`config.mk`:
```
export PLATFORM = sky130hd
export DESIGN_NAME = layer_seq
export DESIGN_NICKNAME = d
export VERILOG_FILES = /design/src/scroll_pkg.sv /design/src/layer_seq.sv
export SDC_FILE = /design/constraint.sdc
export NUM_CORES = 1
export LEC_CHECK = 0
export BUFFER_PORTS_ARGS = -buffer_cell sky130_fd_sc_hd__buf_2
export CAP_MARGIN = 10
export CORE_MARGIN = 1.5
export CORE_UTILIZATION = 40
export DETAILED_ROUTE_END_ITERATION = 16
export PLACE_DENSITY = 0.84
export SYNTH_ARGS = -nofsm -noshare
export SYNTH_HDL_FRONTEND = slang
export SYNTH_SLANG_ARGS = --single-unit
```
`constraint.sdc`:
```
create_clock -name clk -period 3 [get_ports clk]
set_input_delay 0.9 -clock clk [delete_from_list [all_inputs] [get_ports clk]]
set_output_delay 0.9 -clock clk [all_outputs]
set_load 0.02 [all_outputs]
```
`src/scroll_pkg.sv`:
```
// scroll renderer shared constants, layer and fetch encodings, tile map geometry
package scroll_pkg;

    localparam int pxl_w = 9;                          // 5 palette bits + 4 colour bits
    localparam logic [pxl_w-1:0] blank_pxl = 9'h1ff;   // transparent / blanked pixel

    // every layer map is 64x64 entries and wraps in both directions
    localparam int map_cols = 64;
    localparam int map_rows = 64;

    // which scroll layer is being rendered, also picks the tile size
    typedef enum logic [1:0] {
        layer_idle,
        layer_1,     // 8x8 tiles
        layer_2,     // 16x16 tiles
        layer_3      // 32x32 tiles
    } layer_t;

    // per tile steps of the fetcher
    typedef enum logic [2:0] {
        f_idle,
        f_map,       // map entry read
        f_rom,       // one 32-bit row word
        f_draw,      // 8 pixels out of that word
        f_done
    } fetch_t;

    // log2 of the tile size for a layer
    function automatic logic [2:0] tile_shift(layer_t lay);
        logic [2:0] sh;
        case (lay)
            layer_1: sh = 3'd3;
            layer_2: sh = 3'd4;
            default: sh = 3'd5;
        endcase
        return sh;
    endfunction

endpackage

```
`src/layer_seq.sv`:
```
// layer sequencer, steps through the three scroll layers once per line
`timescale 1ns/1ps

module layer_seq (
    input  logic               clk,
    input  logic               rst,
    input  logic               start,
    input  logic [3:0]         gfx_en,     // bit 3 is for the sprite path
    input  logic [15:0]        vram1_base,
    input  logic [15:0]        vram2_base,
    input  logic [15:0]        vram3_base,
    input  logic [15:0]        hpos1,
    input  logic [15:0]        hpos2,
    input  logic [15:0]        hpos3,
    input  logic [15:0]        vpos1,
    input  logic [15:0]        vpos2,
    input  logic [15:0]        vpos3,
    input  logic               sub_done,
    output scroll_pkg::layer_t layer,
    output logic [15:0]        hpos,
    output logic [15:0]        vpos,
    output logic [15:0]        vram_base,
    output logic               sub_start,
    output logic               line_done
);

    scroll_pkg::layer_t next_layer;
    logic skip;       // current layer disabled, nothing to wait for
    logic advance;
    logic en_next;

    // a stale sub_done while a new fetch is being issued is ignored
    assign advance = (layer != scroll_pkg::layer_idle) && ((sub_done && !sub_start) || skip);

    always_comb begin
        next_layer = layer;
        if (start) begin
            next_layer = scroll_pkg::layer_1;
        end else if (advance) begin
            case (layer)
                scroll_pkg::layer_1: next_layer = scroll_pkg::layer_2;
                scroll_pkg::layer_2: next_layer = scroll_pkg::layer_3;
                default:             next_layer = scroll_pkg::layer_idle;
            endcase
        end
    end

    always_comb begin
        case (next_layer)
            scroll_pkg::layer_1: en_next = gfx_en[0];
            scroll_pkg::layer_2: en_next = gfx_en[1];
            scroll_pkg::layer_3: en_next = gfx_en[2];
            default:             en_next = 1'b0;
        endcase
    end

    always_ff @(posedge clk or posedge rst) begin
        if (rst) begin
            layer     <= scroll_pkg::layer_idle;
            sub_start <= 1'b0;
            line_done <= 1'b0;
            skip      <= 1'b0;
        end else begin
            sub_start <= 1'b0;
            line_done <= 1'b0;
            if (start || advance) begin
                layer     <= next_layer;
                sub_start <= en_next;
                skip      <= (next_layer != scroll_pkg::layer_idle) && !en_next;
                line_done <= (next_layer == scroll_pkg::layer_idle);  // after layer 3
            end
        end
    end

    // scroll registers of the layer about to be fetched
    always_ff @(posedge clk) begin
        if (start || advance) begin
            case (next_layer)
                scroll_pkg::layer_1: begin
                    hpos      <= hpos1;
                    vpos      <= vpos1;
                    vram_base <= vram1_base;
                end
                scroll_pkg::layer_2: begin
                    hpos      <= hpos2;
                    vpos      <= vpos2;
                    vram_base <= vram2_base;
                end
                scroll_pkg::layer_3: begin
                    hpos      <= hpos3;
                    vpos      <= vpos3;
                    vram_base <= vram3_base;
                end
                default: ;
            endcase
        end
    end

endmodule

```
==> impl_results.md <==
* Placed Cells at between 500 and 600
* Setup crit end kind: flop
* Unrepaired setup endpoints after global routing: no
* R2R cell count at 7
* GRT Overall Usage at ~25%
* Worst Tran Pin Value at 741 ps
* Worst reg2reg setup slack at between 600 and 700 ps
* Post-synth ARST share at 9.43%
* Vias/cell at just under 6
* Final setup violation count at 0
* Min-delay worst type: input pin to asynchronous set/reset pin
* Vias at 3568
* Synth top area cells: edfxtp_1 (46%), a211oi_1 (12%), a31oi_1 (9.7%)
* Worst path arrival time at 2600 ps
* DP HPWL at around 7300 microns
* Synthesized cell area at 0.00317 sq mm
* Global route overflow at 0
* Commonest non-fill, non-tap cell in the layout: buf_2
* Final hold violations at 0
* Sequential area share after synthesis at around half
* I/O Buffers at 202
* DRT Wirelength at 10800 microns
* Worst Path Required at 3210 ps
* Antenna diode count at 0
* R2R Path Start: layer[1]
* Initial drt markers at 209
* Layout cells sized above 1 at 46.8%
* Yosys cell types at 30
* Io pins at about 200
* Vias in the first global route at 3332
* Wirelength per Cell at 17.9 microns
* Nets at 655
* Worst r2r dst: sub_start
* H-tree depth at 2
* #FFs+latches synth at 53
* Final Critical Period at 2390 ps
* Initial core utilization at 41.2%
* Finished Core Util at about 57%
* GPL Wtd Cong at 0.783
* Number of flops mapped to enable cells by yosys at 48
* Tot Pwr at 4.30 mW
* Max Fclk at ~0.42 GHz
* Die Wd at between 90 and 100 microns
* Crit path kind: flop to flop
* VDD IR max at 0.337 mV
* Post-synth top area cell: edfxtp_1
* Synth warn at 0
* Max_cap viols at 0
* Syn Nets at 473
* Global-route wire length before repair at approximately 16000 microns
* Area grow syn2layout at 39.3%
* Reg clk slew, reported paths at 100 ps
* CTS tree: built
* Row count at 32
* CTS Buf Count at 5
* Syn_area_per_cell at 9.92 sq um
* Initial antenna violation count at 0
* Max clock buf depth at 2
* Slew Viols, Final at 0
* CTS Hold Buffers Added at 0
* Pwr/cell area at slightly below 1000 mW/mm^2
* Run status: finished clean
* CP max FO at 27
* Cts repair resizes at 0
* Die Ht at 92.0 microns
* Layout Cells excl Fill at ~600
* Top_reg_cell synth: edfxtp_1
* Largest net degree at the start of global routing at 51
* Syn Inst Count at roughly 320
* Remaining antenna violation count at 0
* Root Buffer: clkbuf_8
* Skew-Pair Late Insertion Delay at 300 ps
* Final TNS setup at 0 ps
* Most frequent cells in the layout: buf_2 (202), a31oi_1 (49), nand3_1 (49), o21ai_0 (49), a211oi_1 (49)
* Max_slew headroom at 50.5%
* Area of the core at 0.00769 sq mm
* Share of the synthesized area in the top cell type at 45.5%
* Die Area at 0.00846 sq mm
* Clock skew at between 9 and 10 ps
* Pre-antenna DRT Iters at 6
* Fin crit share at a little under 80%
* Post-CTS setup buffer count at 0
* LEAKAGE at 1.88 nW
* DRC viols at 0
* Sink Count at between 50 and 60
* Setup crit start kind: flop
## synthesized netlist by cell type, drive strengths merged, types with 2 or more instances
cell and instances:
nand3 50, a211oi 49, a31oi 49, o21ai 49
edfxtp 48, clkbuf 22, buf 19, inv 6
dfrtp 5, a21o 2, ha 2, nand2b 2
nor2 2
## cells by family (layout without fill, tap and decap cells)
kind of cell	Yosys count	in the layout	share of synthesized area (%)
muxes	1	1	0.316
adders and majority gates	2	2	0.790
AOI/OAI and AO/OA	157	157	32.3
buffers and inverters	47	230	7.04
DFF	53	53	49.5
and+or+nand+nor	59	59	10.1
## registers in the layout, indices dropped and copies added (netlist names)
| signal | cells |
|---|---|
| hpos | 16 |
| layer | 2 |
| line_done | 1 |
| skip | 1 |
| sub_start | 1 |
| vpos | 16 |
| vram_base | 16 |
## where the power goes
part	leakage (nW)	switching [mW]	internal [mW]
combinational	1.29	1.62	0.800
sequential	0.539	0.0977	1.27
clock	0.0585	0.235	0.273
total	1.88	1.95	2.34
## metal layers
layer | track usage [%] | routed length, microns
met4 | 6.67 | 119
met5 | 0 | 0
met2 | 45.6 | 5440
met1 | 29.5 | 4200
met3 | 4.73 | 1030
## how the worst max path moves through the flow
stage / startpoint / endpoint / cells after the start
after floorplan: sub_done / hpos[0] / 5
after global placement: sub_done / sub_start / 6
after detailed placement: sub_done / vpos[1] / 6
after CTS: layer[1] / sub_start / 7
after global routing: layer[1] / hpos[13] / 7
final: layer[1] / sub_start / 7
## cell type report
cell class              instances  area (sq um)
repair buffers                216          1180
fillers                       698          3280
multi-input cells             219          1400
clock buffers                   7          86.3
clock inverters                 1          30.0
well taps                     102           128
inverters                       6          22.5
flip-flops and latches         53          1570
## worst max-delay path, stage by stage, from the launching register on
cell	delay (ps)
dfrtp_1	410
inv_1	100
ha_1	290
and2b_1	240
a21boi_4	620
buf_12	250
o21ai_0	90
a311oi_1	280
## metrics by stage
step | hold WS [ps] | setup slack [ps] | area [sq um]
detailed placement | 652 | 378 | 4290
global placement | 627 | 434 | 4290
global route | 483 | 397 | 4410
floorplan | 569 | 66.6 | 3170
finish | 478 | 613 | 4410
CTS | 474 | 589 | 4410
Power figures use the tool's default switching activity.
