--- src/scroll_pkg.sv ---
// scroll renderer shared constants, layer and fetch encodings, tile map geometry
package scroll_pkg;

    localparam int pxl_w = 9;                          // 5 palette bits + 4 colour bits
    localparam logic [pxl_w-1:0] blank_pxl = 9'h1ff;   // transparent / blanked pixel

    // every layer map is 64x64 entries and wraps in both directions
    localparam int map_cols = 64;
    localparam int map_rows = 64;

    // which scroll layer is being rendered, also picks the tile size
    typedef enum logic [1:0] {
        layer_idle,
        layer_1,     // 8x8 tiles
        layer_2,     // 16x16 tiles
        layer_3      // 32x32 tiles
    } layer_t;

    // per tile steps of the fetcher
    typedef enum logic [2:0] {
        f_idle,
        f_map,       // map entry read
        f_rom,       // one 32-bit row word
        f_draw,      // 8 pixels out of that word
        f_done
    } fetch_t;

    // log2 of the tile size for a layer
    function automatic logic [2:0] tile_shift(layer_t lay);
        logic [2:0] sh;
        case (lay)
            layer_1: sh = 3'd3;
            layer_2: sh = 3'd4;
            default: sh = 3'd5;
        endcase
        return sh;
    endfunction

endpackage

--- src/tile_fetch.sv ---
// tile fetcher, reads map entries and tile rows and writes one layer line to the buffer
`timescale 1ns/1ps

module tile_fetch #(
    parameter int h_start = 64,
    parameter int h_end   = 448
) (
    input  logic                         clk,
    input  logic                         rst,
    input  logic [8:0]                   vrender,
    input  scroll_pkg::layer_t           layer,
    input  logic [15:0]                  hpos,
    input  logic [15:0]                  vpos,
    input  logic [15:0]                  vram_base,
    input  logic                         sub_start,
    output logic                         sub_done,
    output logic [16:0]                  vram_addr,
    input  logic [15:0]                  vram_data,
    input  logic                         vram_ok,
    output logic                         vram_cs,
    output logic [21:0]                  rom_addr,
    input  logic [31:0]                  rom_data,
    input  logic                         rom_ok,
    output logic                         rom_cs,
    output logic [8:0]                   buf_addr,
    output logic [scroll_pkg::pxl_w-1:0] buf_data,
    output logic                         buf_wr
);

    localparam int col_w = $clog2(scroll_pkg::map_cols);
    localparam int row_w = $clog2(scroll_pkg::map_rows);
    localparam logic signed [10:0] win_lo = 11'(h_start);
    localparam logic signed [10:0] win_hi = 11'(h_end);

    scroll_pkg::fetch_t st;
    scroll_pkg::layer_t cur_layer;

    logic [15:0]        base_r;     // vram base held for the whole layer
    logic [row_w-1:0]   map_row;
    logic [4:0]         tile_row;   // line inside the tile
    logic [col_w-1:0]   col;
    logic signed [10:0] pos;        // buffer position of the current pixel
    logic [10:0]        code;
    logic [4:0]         pal;
    logic [31:0]        pix_word;
    logic [1:0]         word_idx;
    logic [2:0]         pix_cnt;

    logic [2:0]  sh;
    logic [2:0]  sh_in;
    logic [15:0] y_line;
    logic [15:0] mask_in;
    logic [1:0]  last_word;
    logic        in_win;

    assign sh_in   = scroll_pkg::tile_shift(layer);
    assign sh      = scroll_pkg::tile_shift(cur_layer);
    assign y_line  = 16'(vrender) + vpos;
    assign mask_in = (16'd1 << sh_in) - 16'd1;

    // words per tile row is size/8, so 1, 2 or 4
    assign last_word = 2'((3'd1 << (sh - 3'd3)) - 3'd1);

    assign vram_addr = 17'({base_r, 6'd0}) + (17'(map_row) << col_w) + 17'(col);

    // code * size * wpr + row * wpr + word
    assign rom_addr = (22'(code) << ({sh, 1'b0} - 4'd3))
                    + (22'(tile_row) << (sh - 3'd3))
                    + 22'(word_idx);

    assign vram_cs  = (st == scroll_pkg::f_map);
    assign rom_cs   = (st == scroll_pkg::f_rom);
    assign sub_done = (st == scroll_pkg::f_done);

    assign in_win   = (pos >= win_lo) && (pos < win_hi);
    assign buf_wr   = (st == scroll_pkg::f_draw) && in_win;    // edge tiles overhang the window
    assign buf_addr = pos[8:0];
    assign buf_data = {pal, pix_word[3:0]};

    always_ff @(posedge clk or posedge rst) begin
        if (rst) begin
            st        <= scroll_pkg::f_idle;
            cur_layer <= scroll_pkg::layer_idle;
        end else if (sub_start) begin
            st        <= scroll_pkg::f_map;    // restarts a fetch in progress too
            cur_layer <= layer;
        end else begin
            case (st)
                scroll_pkg::f_map: begin
                    if (vram_ok) st <= scroll_pkg::f_rom;
                end
                scroll_pkg::f_rom: begin
                    if (rom_ok) st <= scroll_pkg::f_draw;
                end
                scroll_pkg::f_draw: begin
                    if (pix_cnt == 3'd7) begin
                        if (word_idx != last_word) begin
                            st <= scroll_pkg::f_rom;
                        end else if (pos + 11'sd1 >= win_hi) begin
                            st <= scroll_pkg::f_done;      // next tile starts past the window
                        end else begin
                            st <= scroll_pkg::f_map;
                        end
                    end
                end
                default: st <= scroll_pkg::f_idle;
            endcase
        end
    end

    // tile position and pixel data
    always_ff @(posedge clk) begin
        if (sub_start) begin
            base_r   <= vram_base;
            map_row  <= row_w'(y_line >> sh_in);
            tile_row <= 5'(y_line & mask_in);
            col      <= col_w'(hpos >> sh_in);
            pos      <= win_lo - 11'(hpos & mask_in);   // first tile may start left of the window
            word_idx <= 2'd0;
            pix_cnt  <= 3'd0;
        end else begin
            case (st)
                scroll_pkg::f_map: begin
                    if (vram_ok) begin
                        code <= vram_data[10:0];
                        pal  <= vram_data[15:11];
                    end
                end
                scroll_pkg::f_rom: begin
                    if (rom_ok) pix_word <= rom_data;
                end
                scroll_pkg::f_draw: begin
                    pos      <= pos + 11'sd1;
                    pix_cnt  <= pix_cnt + 3'd1;
                    pix_word <= pix_word >> 4;     // pixel 0 sits in the low nibble
                    if (pix_cnt == 3'd7) begin
                        if (word_idx != last_word) begin
                            word_idx <= word_idx + 2'd1;
                        end else begin
                            word_idx <= 2'd0;
                            col      <= col + 1'b1;    // wraps at the map edge
                        end
                    end
                end
                default: ;
            endcase
        end
    end

endmodule

--- config.mk ---
export PLATFORM = sky130hd
export DESIGN_NAME = tile_fetch
export DESIGN_NICKNAME = d
export VERILOG_FILES = /design/src/scroll_pkg.sv /design/src/tile_fetch.sv
export SDC_FILE = /design/constraint.sdc
export NUM_CORES = 1
export LEC_CHECK = 0
export ABC_CLOCK_PERIOD_IN_PS = 13140
export BUFFER_PORTS_ARGS = -buffer_cell sky130_fd_sc_hd__buf_2
export CAP_MARGIN = 0
export CORE_MARGIN = 5
export CORE_UTILIZATION = 59
export CTS_CLUSTER_SIZE = 16
export DETAILED_ROUTE_END_ITERATION = 8
export PLACE_DENSITY = 0.89
export SETUP_SLACK_MARGIN = 0.02
export SYNTH_ARGS = -nofsm -noshare
export SYNTH_HDL_FRONTEND = slang
export SYNTH_SLANG_ARGS = --single-unit
--- constraint.sdc ---
create_clock -name clk -period 13.14 [get_ports clk]
set_input_delay 1.971 -clock clk [delete_from_list [all_inputs] [get_ports clk]]
set_output_delay 1.971 -clock clk [all_outputs]
set_load 0.01 [all_outputs]
==> flow_metrics.py <==
metrics = {
    "run_status": {
        "status": "completed",
    },
    "grt": {
        "grt_pass1_vias": 5788,
        "grt_first_pass_wirelength_mm": 27.0,
        "antenna_found_initial": 0,
        "grt.total_usage_pct": 22.8,
        "grt_max_degree": 53,
        "overflow": 0,
    },
    "yosys": {
        "synth_area_per_cell_sq_um": 9.36,
        "synthFlopType": "edfxtp_1",
        "ys_seq_elements": 97,
        "synth_area_sq_um": 7260,
        "yosys.area.top_type": "edfxtp_1",
        "synth_edf_count": 87,
        "async_reset_ff_share_pct": 5.15,
        "ys_warn_count": 0,
        "synthCells": 776,
        "synth_top_area_share_pct": 36.0,
        "ys_seq_area_share_pct": 39.1,
        "yosys-top-cells-area": "edfxtp_1, ha_1, nand2_1",
        "synthDistinctLibCells": 65,
        "synth_nets": 946,
    },
    "setup_path": {
        "timing.critical_path.to": "rom_addr[19]",
        "r2r_start": "cur_layer[1]",
        "slowest_delay_ps": 770,
        "path_class": "flop to primary output",
        "arrival_ps": 4890,
        "cp.required_ps": 11170,
        "cp-end-kind": "primary output",
        "cp-start-kind": "flop",
        "crit_path_start": "cur_layer[0]",
        "critPathMaxFanout": 19,
        "worst_r2r_path_depth": 7,
        "r2r_setup_slack_ps": 10870,
        "crit_chain": "ha_1, xnor2_1, nand2_1, fa_1, inv_1, ha_1, inv_1, fa_1, nor2b_1, o21bai_1, a21oi_1, o22ai_1, or4_1, a21oi_1, buf_2",
        "cp_slowest_cell": "xnor2_1",
        "r2r_end": "col[2]",
    },
    "routing": {
        "top_layer": "met4",
        "vias": 5999,
        "drt-wirelength-per-cell_microns": 15.5,
        "drt-met1-wl_mm": 6.76,
        "drcViolationCount": 0,
        "vias_per_cell": 5.57,
        "wl_met3_microns": 947,
        "dr_wl_met2_mm": 8.59,
        "routed_wl_mm": 16.7,
        "drt-pass1-iter-count": 7,
        "ant_nets": 0,
        "drt_iter0_drc": 501,
    },
    "sta": {
        "fin_skew_ps": 6.62,
        "fin_crit_sh_pct": 52.2,
        "fmax_ghz": 0.146,
        "hold_viol": 0,
        "rsz0062_at_grt": "no",
        "min_period_ps": 6860,
        "finalSetupTns_ps": 0,
        "setup-violations-final": 0,
        "worstMarginPinSlew_ps": 1150,
        "relSlewSlack_pct": 23.0,
        "drv_slew": 0,
    },
    "pwr": {
        "vdd_drop_max_uv": 100,
        "power_density_nw_per_um2": 118,
        "p_total_uw": 985,
        "leakage_uw": 0.00369,
    },
    "cts": {
        "htree_levels": 3,
        "clk_path_buf_depth": 2,
        "numCtsBuffers": 9,
        "ctsResizeCount": 0,
        "clk_pin_slew_ps": 80,
        "clk_latency_ps": 350,
        "cts_setup_buffers": 0,
        "hold_buffers": 0,
        "tritoncts": "done",
        "root_buffer": "clkbuf_16",
        "clock-sinks": 97,
    },
    "floorplan": {
        "core_area_sq_um": 12100,
        "die_h_microns": 121,
        "initial_core_util_pct": 60.2,
        "die_w_microns": 121,
        "rows": 40,
        "die_area_sq_um": 14600,
        "io_pins": 173,
    },
    "cells_and_area": {
        "regArea_sq_um": 2840,
        "fillers": 934,
        "nNetsFinal": 1074,
        "fin_cells": 1077,
        "layout-drive-gt1-share_pct": 22.3,
        "n_antenna_cell": 0,
        "design_area_sq_um": 8380,
        "areaGrowthSynthToFinish_pct": 15.4,
        "multi_input_area_sq_um": 4070,
        "utilization_pct": 69.5,
    },
    "min_path": {
        "hold_depth": 2,
        "hold_path_class": "flop to flop",
        "hp-start": "pix_cnt[1]",
    },
    "placement": {
        "dpl_cell_area_sq_um": 8060,
        "portBuffers": 157,
        "hpwl_mm": 12.7,
        "gp_congestion": 0.875,
        "dpl.cell_count": 1061,
    },
    "run": {
        "cap_violations": 0,
    },
}
[layer usage]
layer	global-route usage (%)	vias to the layer above
li1	-	3020
met1	28.5	2772
met2	40.0	176
met3	3.73	31
met4	7.72	0
met5	0	-
[cell type report]
cell class / instances / area share [%]
clock buffers: 9 / 2.69
multi-input cells: 603 / 48.6
repair buffers: 163 / 9.91
clock inverters: 7 / 1.13
inverters: 30 / 1.34
well taps: 168 / 2.51
flip-flops and latches: 97 / 33.9
[synthesized netlist by cell type, types with 7 or more instances]
cell,instances
nand2_1,146
edfxtp_1,87
ha_1,54
nor2_1,54
a21oi_1,53
xnor2_1,37
o21ai_0,32
inv_1,30
mux2i_1,24
clkbuf_1,22
nand3_1,19
xor2_1,17
buf_4,13
nor3_1,12
mux2_2,11
and2_1,10
a211oi_1,8
a21o_1,8
nor4_1,8
o21a_1,8
nor2b_1,7
nor3b_1,7
[where the power goes]
| part | switching, uW | internal [uW] |
|---|---|---|
| Clock | 124 | 154 |
| Combinational | 183 | 137 |
| Sequential | 19.7 | 368 |
[flip-flops by register name (all words and copies together) (netlist names)]
signal and flops:
cur_layer 2, pix_word 32, map_row 6, tile_row 5
col 6, pal 5, st 3, pix_cnt 3
code 11, word_idx 2, pos 11, base_r 11
[critical path: cells and delay by family, from the launching register on]
kind	cells	cell delay [ps]
adder cells (fa/ha/maj)	4	1520
AND/OR/NAND/NOR	3	840
XOR/XNOR	1	770
AO/OA/AOI/OAI	4	720
flip-flops	1	410
buffers and inverters	3	280
[through the flow]
stage | hold slack, ps | setup slack [ps]
2_1_floorplan | 440 | 6910
3_3_place_gp | 447 | 6680
3_5_place_dp | 457 | 6680
4_1_cts | 467 | 6280
5_1_grt | 492 | 5900
6_report | 467 | 6280
[cells by family (layout without fill, tap and decap cells)]
logic type / after synthesis / count (layout) / synth area share (%)
flops: 97 / 97 / 39.1
compound gates: 151 / 151 / 13.1
buf+inv: 76 / 209 / 5.03
xor+xnor: 55 / 55 / 6.89
simple gates: 300 / 300 / 19.2
fa+ha+maj: 58 / 58 / 10.4
mux: 39 / 39 / 6.26
[cell usage in the layout (no fill, tap or decap), types with 17 or more instances in the layout]
| master | n |
|---|---|
| buf_2 | 157 |
| edfxtp_1 | 87 |
| ha_1 | 54 |
| a21oi_1 | 53 |
| xor2_1 | 17 |
| xnor2_1 | 37 |
| o21ai_0 | 32 |
| nand2_1 | 146 |
| nor2_1 | 54 |
| inv_1 | 30 |
| mux2i_1 | 24 |
| nand3_1 | 19 |
[worst min path at each step]
stage               slack, ps          to
floorplan                 440  pix_cnt[1]
global placement          450  pix_cnt[1]
detailed placement        460  pix_cnt[1]
CTS                       470  pix_cnt[1]
global route              490  pix_cnt[1]
finish                    470  pix_cnt[1]
No activity file was read; power rests on OpenSTA's default activity.
